**config.mk**
```make
export PLATFORM = sky130hd
export DESIGN_NAME = pcie_tlp_bridge
export DESIGN_NICKNAME = d
export VERILOG_FILES = /design/src/logic/pcie_stream_pkg.sv /design/src/logic/tlp_rx_upsizer.sv /design/src/logic/tlp_tx_downsizer.sv /design/src/logic/pcie_tlp_bridge.sv
export SDC_FILE = /design/constraint.sdc
export NUM_CORES = 1
export LEC_CHECK = 0
export BUFFER_PORTS_ARGS = -buffer_cell sky130_fd_sc_hd__buf_2
export CAP_MARGIN = 10
export CORE_AREA = 2 2 174 176
export DETAILED_ROUTE_END_ITERATION = 8
export DIE_AREA = 0 0 176 178
export PLACE_DENSITY_LB_ADDON = 0.25
export RECOVER_POWER = 25
export SLEW_MARGIN = 10
export SYNTH_ARGS = -nofsm -noshare
export SYNTH_HDL_FRONTEND = slang
export SYNTH_SLANG_ARGS = --single-unit
```
**constraint.sdc**
```tcl
create_clock -name i_clk_pcie -period 3.56 [get_ports i_clk_pcie]
set_input_delay 0.178 -clock i_clk_pcie [delete_from_list [all_inputs] [get_ports i_clk_pcie]]
set_output_delay 0.178 -clock i_clk_pcie [all_outputs]
set_load 0.1 [all_outputs]
```
**src/logic/pcie_stream_pkg.sv**
```systemverilog
package pcie_stream_pkg;

    // --------------------
    // widths
    // --------------------
    localparam int CORE_DATA_W = 64;                    // core beat data, two dws
    localparam int CORE_KEEP_W = CORE_DATA_W / 8;       // one keep bit per byte
    localparam int TLP_DATA_W  = 128;                   // tlp word data, four dws
    localparam int TLP_DW_N    = TLP_DATA_W / 32;       // dws per tlp word
    localparam int BAR_HIT_W   = 7;                     // bar hit sideband from core
    localparam int DW_CNT_W    = 4;                     // upsizer dw count, 0..4

    // --------------------
    // core keep encodings
    // --------------------
    // the core only ever sees whole dws, so two patterns cover every beat
    localparam logic [CORE_KEEP_W-1:0] KEEP_TWO_DW = 8'hff;   // both dws valid
    localparam logic [CORE_KEEP_W-1:0] KEEP_ONE_DW = 8'h0f;   // lower dw only

    // --------------------
    // core side beats
    // --------------------
    // receive beat as handed out by the core, 80 bits
    typedef struct packed {
        logic [CORE_DATA_W-1:0] data;       // dw0 in the low half
        logic [CORE_KEEP_W-1:0] keep;       // upper nibble set means two dws
        logic                   last;       // final beat of the tlp
        logic [BAR_HIT_W-1:0]   bar_hit;    // which bar the tlp decoded to
    } core_rx_beat_t;

    // transmit beat toward the core, 73 bits
    typedef struct packed {
        logic [CORE_DATA_W-1:0] data;       // dw0 in the low half
        logic [CORE_KEEP_W-1:0] keep;       // KEEP_TWO_DW or KEEP_ONE_DW
        logic                   last;       // final beat of the tlp
    } core_tx_beat_t;

    // --------------------
    // 128-bit tlp stream
    // --------------------
    // sideband of one tlp word, 9 bits
    typedef struct packed {
        logic                 first;        // word opens a tlp
        logic                 last;         // word closes a tlp
        logic [BAR_HIT_W-1:0] bar_hit;      // copied from the newest core beat
    } tlp_user_t;

    // one tlp word, 142 bits
    typedef struct packed {
        logic [TLP_DATA_W-1:0] data;        // dw0 in bits 31:0
        logic [TLP_DW_N-1:0]   keepdw;      // one flag per dw, dw0 in bit 0
        logic                  last;        // word closes a tlp
        tlp_user_t             user;        // rx sideband, unused on tx
    } tlp128_beat_t;

endpackage

```
**src/logic/tlp_rx_upsizer.sv**
```systemverilog
module tlp_rx_upsizer (
    input  logic                           i_clk_pcie,
    input  logic                           i_rst,
    // core receive beats, always accepted
    input  pcie_stream_pkg::core_rx_beat_t i_core_rx,
    input  logic                           i_core_rx_valid,
    // packed tlp words, each valid for one cycle
    output pcie_stream_pkg::tlp128_beat_t  o_tlp_rx,
    output logic                           o_tlp_rx_valid
);
    import pcie_stream_pkg::*;

    logic [TLP_DATA_W-1:0] word_data;      // dws collected for the open word
    logic [BAR_HIT_W-1:0]  word_bar_hit;   // bar hit of newest beat
    logic [DW_CNT_W-1:0]   dw_cnt;         // dws held in word_data
    logic                  word_last;      // open word got a last beat
    logic                  word_first;     // next word presented opens a tlp
    logic                  word_done;      // word is on the output now
    logic                  beat_two_dw;    // incoming beat carries two dws
    logic [DW_CNT_W-1:0]   base_dw;        // dw slot for the incoming beat
    logic [DW_CNT_W-1:0]   next_cnt;       // count after the incoming beat
    logic [TLP_DW_N-1:0]   word_keepdw;    // per dw valid flags from count

    // --------------------
    // word completion
    // --------------------
    // a word is full at three dws since a beat brings at most two more
    assign word_done   = word_last || (dw_cnt > DW_CNT_W'(2));
    assign beat_two_dw = i_core_rx.keep[CORE_KEEP_W/2];          // upper nibble
    assign base_dw     = word_done ? '0 : dw_cnt;                 // restart after output
    assign next_cnt    = base_dw + (beat_two_dw ? DW_CNT_W'(2) : DW_CNT_W'(1));

    always_comb begin
        for (int i = 0; i < TLP_DW_N; i++) begin
            word_keepdw[i] = (dw_cnt > DW_CNT_W'(i));             // contiguous from dw0
        end
    end

    // --------------------
    // payload capture
    // --------------------
    always_ff @(posedge i_clk_pcie) begin
        if (i_core_rx_valid) begin
            case (base_dw)
                DW_CNT_W'(0): word_data[CORE_DATA_W-1:0] <= i_core_rx.data;
                DW_CNT_W'(1): word_data[CORE_DATA_W/2 +: CORE_DATA_W] <= i_core_rx.data;
                default:      word_data[TLP_DATA_W-1 -: CORE_DATA_W] <= i_core_rx.data;
            endcase
            word_bar_hit <= i_core_rx.bar_hit;                     // newest beat wins
        end
    end

    // --------------------
    // control state
    // --------------------
    always_ff @(posedge i_clk_pcie) begin
        if (i_rst) begin
            dw_cnt     <= '0;
            word_last  <= 1'b0;
            word_first <= 1'b1;                                    // fresh tlp after reset
        end else begin
            if (word_done) begin
                word_first <= word_last;                           // next word opens a tlp
            end
            if (i_core_rx_valid) begin
                dw_cnt    <= next_cnt;                             // beat may start next word
                word_last <= i_core_rx.last;
            end else if (word_done) begin
                dw_cnt    <= '0;                                   // idle after output
                word_last <= 1'b0;
            end
        end
    end

    // --------------------
    // outputs
    // --------------------
    assign o_tlp_rx_valid       = word_done;
    assign o_tlp_rx.data        = word_data;
    assign o_tlp_rx.keepdw      = word_keepdw;
    assign o_tlp_rx.last        = word_last;
    assign o_tlp_rx.user.first  = word_first;
    assign o_tlp_rx.user.last   = word_last;
    assign o_tlp_rx.user.bar_hit = word_bar_hit;

    // a presented word has a dw0-based run of dws, and a short one closes its tlp
    a_keepdw_run: assert property (@(posedge i_clk_pcie) disable iff (i_rst)
        o_tlp_rx_valid |-> (o_tlp_rx.keepdw inside {4'b0001, 4'b0011, 4'b0111, 4'b1111})
                           && (o_tlp_rx.keepdw[TLP_DW_N-1] || o_tlp_rx.last));

    // core only sends a single dw as the tail of a tlp
    a_one_dw_last: assert property (@(posedge i_clk_pcie) disable iff (i_rst)
        (i_core_rx_valid && !beat_two_dw) |-> i_core_rx.last);

endmodule

```
**src/logic/tlp_tx_downsizer.sv**
```systemverilog
module tlp_tx_downsizer (
    input  logic                           i_clk_pcie,
    input  logic                           i_rst,
    // 128-bit tlp words from the user side
    input  pcie_stream_pkg::tlp128_beat_t  i_tlp_tx,
    input  logic                           i_tlp_tx_valid,
    output logic                           o_tlp_tx_ready,
    // 64-bit beats toward the core
    output pcie_stream_pkg::core_tx_beat_t o_core_tx,
    output logic                           o_core_tx_valid,
    input  logic                           i_core_tx_ready
);
    import pcie_stream_pkg::*;

    logic                   hi_sel;         // 0 = dws 0-1, 1 = dws 2-3
    logic                   need_hi;        // word has dws in the upper half
    logic                   final_half;     // current half ends the word
    logic                   core_xfer;      // core takes a beat this cycle
    logic                   dw2nd_valid;    // second dw of chosen half present
    logic [CORE_DATA_W-1:0] half_data;      // chosen 64 bits

    // --------------------
    // half selection
    // --------------------
    assign need_hi     = i_tlp_tx.keepdw[2];
    assign final_half  = hi_sel || !need_hi;                  // one beat for short words
    assign core_xfer   = i_tlp_tx_valid && i_core_tx_ready;

    always_comb begin
        if (hi_sel) begin
            half_data   = i_tlp_tx.data[TLP_DATA_W-1 -: CORE_DATA_W];
            dw2nd_valid = i_tlp_tx.keepdw[3];
        end else begin
            half_data   = i_tlp_tx.data[CORE_DATA_W-1:0];
            dw2nd_valid = i_tlp_tx.keepdw[1];
        end
    end

    // --------------------
    // core beat
    // --------------------
    // lower half goes out in the same cycle as the word, no register stage
    assign o_core_tx_valid = i_tlp_tx_valid;
    assign o_core_tx.data  = half_data;
    assign o_core_tx.keep  = dw2nd_valid ? KEEP_TWO_DW : KEEP_ONE_DW;
    assign o_core_tx.last  = i_tlp_tx.last && final_half;   // only on the closing beat

    // word consumed only when its final half is taken by the core
    assign o_tlp_tx_ready  = core_xfer && final_half;

    // --------------------
    // selector state
    // --------------------
    // holds under back-pressure so the upper half is never dropped
    always_ff @(posedge i_clk_pcie) begin
        if (i_rst) begin
            hi_sel <= 1'b0;
        end else if (core_xfer) begin
            hi_sel <= !final_half;                            // step to upper or wrap
        end
    end

    // stalled beat holds, which needs the word source to hold its word too
    a_core_tx_hold: assert property (@(posedge i_clk_pcie) disable iff (i_rst)
        (o_core_tx_valid && !i_core_tx_ready) |=> (o_core_tx_valid && $stable(o_core_tx)));

endmodule

```
**src/logic/pcie_tlp_bridge.sv**
```systemverilog
module pcie_tlp_bridge (
    input  logic                           i_clk_pcie,
    input  logic                           i_rst,

    // --------------------
    // receive path
    // --------------------
    input  pcie_stream_pkg::core_rx_beat_t i_core_rx,        // from core, 64-bit
    input  logic                           i_core_rx_valid,
    output pcie_stream_pkg::tlp128_beat_t  o_tlp_rx,         // to user, 128-bit
    output logic                           o_tlp_rx_valid,   // one cycle per word

    // --------------------
    // transmit path
    // --------------------
    input  pcie_stream_pkg::tlp128_beat_t  i_tlp_tx,         // from user, 128-bit
    input  logic                           i_tlp_tx_valid,
    output logic                           o_tlp_tx_ready,
    output pcie_stream_pkg::core_tx_beat_t o_core_tx,        // to core, 64-bit
    output logic                           o_core_tx_valid,
    input  logic                           i_core_tx_ready
);

    // core rx to 128-bit words, one cycle latency, never stalls
    tlp_rx_upsizer tlp_rx_upsizer_inst (
        .i_clk_pcie      (i_clk_pcie),
        .i_rst           (i_rst),
        .i_core_rx       (i_core_rx),
        .i_core_rx_valid (i_core_rx_valid),
        .o_tlp_rx        (o_tlp_rx),
        .o_tlp_rx_valid  (o_tlp_rx_valid)
    );

    // 128-bit words to core tx, lower half with zero latency
    tlp_tx_downsizer tlp_tx_downsizer_inst (
        .i_clk_pcie      (i_clk_pcie),
        .i_rst           (i_rst),
        .i_tlp_tx        (i_tlp_tx),
        .i_tlp_tx_valid  (i_tlp_tx_valid),
        .o_tlp_tx_ready  (o_tlp_tx_ready),
        .o_core_tx       (o_core_tx),
        .o_core_tx_valid (o_core_tx_valid),
        .i_core_tx_ready (i_core_tx_ready)
    );

endmodule

```
==> Yosys cells after proc, flatten, opt, wreduce, memory -nomap -nowiden <==
Cells that the tools add are included.
{ "totals": {"regBits": 142, "input_bits": 227, "output_inout_bits": 218} }
{ "classes": {"n_lt_le_gt_ge": 4, "bitwise": 2, "mux": 10, "n_eq_ne": 1, "reduce_logical": 15, "addsub": 1} }
{ "op_table": {"columns": ["cell", "count"], "rows": [
  ["$pmux 32 s2", 2],
  ["$mux 64", 1],
  ["$gt 4x1->1 const B", 2],
  ["$gt 4x2->1 const B", 2],
  ["$mux 4", 2],
  ["$mux 8", 1],
  ["$reduce_and 2->1", 4],
  ["$add 4x4->4", 1],
  ["$eq 4x1->1 const B", 1],
  ["$logic_not 4->1", 1],
  ["$reduce_bool 2->1", 2],
  ["$logic_and 1x1->1", 3],
  ["$mux 1", 3],
  ["$logic_not 1->1", 2],
  ["$logic_or 1x1->1", 2],
  ["$mux 2", 1],
  ["$not 1->1", 2],
  ["$reduce_or 2->1", 1]
]} }

==> Depth between registers and ports, before layout <==
{ "logic_depth": {"word_depth": 7, "mapped_depth": 10, "mapped_depth_nobuf": 8} }

==> Modules after synthesis <==
Synthesis repeated with hierarchy kept, for this count alone.
{ "unflattened": {"hier_cells": 334, "area_unflattened_um2": 6200.9} }
{ "modules_own_cells": {"columns": ["module", "cells_per_inst", "instances", "area_each_um2"], "rows": [
  ["tlp_rx_upsizer", 243, 1, 5201.2],
  ["tlp_tx_downsizer", 91, 1, 999.7]
]} }

==> Least setup slack after synthesis <==
No wires, ideal clock.
{ "synth_path": {"path_kind": "flip-flop to flip-flop", "startpoint": "reg tlp_rx_upsizer_inst.word_last", "endpoint": "reg tlp_rx_upsizer_inst.word_data[64], enable pin", "n_path_buf": 2, "t_arrival_ns": 2.561, "stages_incl_launch_ff": 6, "required_ns": 3.128, "setup_ns": 0.432, "slack_ns": 0.567, "path_cell_list": "dfxtp_1 nor3_2 nand3b_1 buf_6 buf_6 a21oi_1"} }
{ "synth_via": {"elab_chain_cells": 5} }
{ "synth_lines": {"columns": ["item", "line", "source"], "rows": [
  ["from (decl)", "tlp_rx_upsizer.sv:16", "logic word_last;"],
  ["from (signal assigned)", "tlp_rx_upsizer.sv:67", "word_last <= i_core_rx.last;"],
  ["$logic_or 1x1->1", "tlp_rx_upsizer.sv:28", "assign word_done = word_last || (dw_cnt > DW_CNT_W'(2));"],
  ["$mux 4", null, null],
  ["$logic_not 4->1", "tlp_rx_upsizer.sv:44", "case (base_dw)"],
  ["$not 1->1 (no source line)", null, null],
  ["$reduce_and 2->1 (no source line)", null, null],
  ["to (signal, indexed assignment)", "tlp_rx_upsizer.sv:45", "DW_CNT_W'(0): word_data[CORE_DATA_W-1:0] <= i_core_rx.data;"],
  ["to (signal, indexed assignment)", "tlp_rx_upsizer.sv:46", "DW_CNT_W'(1): word_data[CORE_DATA_W/2 +: CORE_DATA_W] <= i_core_rx.data;"],
  ["to (signal, indexed assignment)", "tlp_rx_upsizer.sv:47", "default: word_data[TLP_DATA_W-1 -: CORE_DATA_W] <= i_core_rx.data;"],
  ["to (decl)", "tlp_rx_upsizer.sv:13", "logic [TLP_DATA_W-1:0] word_data;"]
]} }
No other way between the ends.
A chain may end at the register's enable or synchronous reset.

==> out/results.ini <==
[global_route]
track_usage_pct = 14.0
grt_pass1_vias = 5030
antenna_found_initial = 4
overflow = 0
grt_max_degree = 55
grt_pass1_wl_mm = 31.4

[drt]
wl_mm = 22.5
ant_nets = 0
drcViolationCount = 0
drt-initial-drc-count = 188
wl_per_cell_um = 18.1
first_pass_iters = 4
num_vias = 4746
routed_via_density = 3.84

[cts]
h-tree-depth = 4
cts_buffer_depth = 2
numClockSinks = 142
tritoncts = yes
postCtsHoldBufs = 71
cts_resized = 0
cts_root_buf = clkbuf_16
worstSkewPairLatency_ps = 410
clk_pin_slew_worst_paths_ps = 70
cts_buffers = 17
cts_setup_buffers = 0

[timing]
hold_violations = 0
worst_pin_slew_ps = 1240
clock_skew_ps = 7.82
fin_crit_sh_pct = 71.2
rsz0062_at_grt = false
setup_tns_ps = 0
slew_violations = 0
min_period_ps = 2530
slew_headroom_pct = 17.6
fmax_ghz = 0.395
holdWs_ps = 37.1
setup_viol = 0

[floorplanning]
die_x_um = 176
rows = 63
initial_core_util_pct = 20.7
ioPinCount = 445
die_area_um2 = 31300
core-area_um2 = 29400
die_h_um = 178

[cells_and_area]
area_delta_synth_final_pct = 61.3
mostFrequentLayoutCell = buf_2
stdcell_area_um2 = 9800
drive_above_1_share_pct = 57.7
layout_common_cells = buf_2 (315), edfxtp_1 (135), mux2_2 (113)
nets = 1060

[place]
port-buffer-count = 423
place.gp.congestion = 0.788
place_area_um2 = 8610
dp_hpwl_mm = 17.5

[logic_synthesis]
synth_seq_area_share_pct = 69.0
netlist_top_cells_area = edfxtp_1 (67%), mux2_2 (21%), mux2_4 (2.5%), dfxtp_1 (2.3%), buf_4 (1.5%)
ys_warn_count = 0
synth_top_area_share_pct = 66.7
postSynthCellCount = 332
synth.distinct_cells = 30
synth_area_um2 = 6080
avgSynthCellArea_um2 = 18.3
ys_ff_latch = 142
synth_top_area_cell = edfxtp_1

[setup_path]
r2r_setup_slack_ps = 1280
worstPathMaxFanout = 42
start_kind = register
arrival_ps = 2360
critPathKind = register to output port
cp-end-kind = output port
crit_required_ps = 3380

[power]
p_switching_uw = 2000
p_per_area_nw_per_um2 = 546
vdd_drop_max_uv = 266
p_int_uw = 3350
p_leak_uw = 0.00401
sw_frac_of_total_pct = 37.4
seqPwrFrac_pct = 36.4
clkPwrFrac_pct = 34.7
combinationalPowerShare_pct = 28.9

[outcome]
status = finished, final reports clean

[job]
drv_cap = 0

[min_path]
hold_class = input port to register

==> stage by stage <==
| stage | instances | setup WS (ps) | total power, uW | util (%) |
|---|---|---|---|---|
| after floorplan | 335 | 567 | 3170 | - |
| after global placement | 1131 | 1230 | 3490 | 29.3 |
| after detailed placement | 1131 | 1190 | 3500 | 29.3 |
| after CTS | 1234 | 988 | 5450 | 33.8 |
| after global routing | 1236 | 889 | 5540 | 33.3 |
| final | 1237 | 1030 | 5350 | 33.3 |
==> synth_stat cells, drive strengths merged <==
cell	count
edfxtp	135
mux2	129
buf	25
dfxtp	7
inv	5
nor2	3
or2	3
a21oi	2
conb	2
nand2	2
nand2b	2
nand3b	2
nor2b	2
nor3	2
o22ai	2
a211o	1
and2	1
and3	1
clkbuf	1
fa	1
ha	1
mux2i	1
nor3b	1
or3	1
==> kinds of logic after synthesis <==
family	after synthesis	synth area share, %
mux	130	24.7
fa+ha+maj	2	0.535
flops	142	69.0
buf+inv	31	3.19
compound gates	5	0.515
simple gates	20	1.96
other cells	2	0.124
==> power groups by stage <==
stage	Combinational, uW	Clock (uW)	Sequential, uW
after CTS	1580	1930	1950
after detailed placement	1510	0	1980
after floorplan	704	0	2470
final	1550	1860	1950
after global routing	1600	1990	1950
after global placement	1510	0	1980
==> per-layer routing <==
layer / part of all wire [%] / routed length (um) / GRT usage [%] / vias up
met4: 2.2 / 483 / 5.06 / 0
met5: 0 / 0 / 0 / -
li1: - / - / - / 2264
met2: 53 / 11800 / 26.4 / 259
met1: 37 / 8370 / 14.5 / 2201
met3: 8.1 / 1810 / 4.58 / 22
==> worst max-delay path, cell delays in order (launching register included) <==
cell and delay [ps]:
dfxtp_2 930, buf_4 330, mux2_2 350, buf_2 290
==> final cells by class <==
class	count	area [um^2]
well taps	390	488
flip-flops and latches	142	4200
diodes	3	7.51
clock inverters	14	180
clock buffers	18	429
repair buffers	503	2760
inverters	5	18.8
multi-input cells	162	1720
fillers	3064	19600
==> registers in the layout, summed over array words and instances, names as in the netlist <==
name                              flops
tlp_rx_upsizer_inst.word_last         1
tlp_rx_upsizer_inst.word_data       128
tlp_tx_downsizer_inst.hi_sel          1
tlp_rx_upsizer_inst.word_first        1
tlp_rx_upsizer_inst.dw_cnt            4
tlp_rx_upsizer_inst.word_bar_hit      7
==> worst paths after layout <==
check | cells past startpoint | from | to
worst min register to register | 1 | tlp_rx_upsizer_inst.word_first | tlp_rx_upsizer_inst.word_first
worst min-delay path | 2 | i_rst | tlp_tx_downsizer_inst.hi_sel
worst max register to register | 4 | tlp_rx_upsizer_inst.word_last | tlp_rx_upsizer_inst.word_data[120]
worst max-delay path | 3 | tlp_tx_downsizer_inst.hi_sel | o_core_tx[29]
No activity file was read; power rests on OpenSTA's default activity.
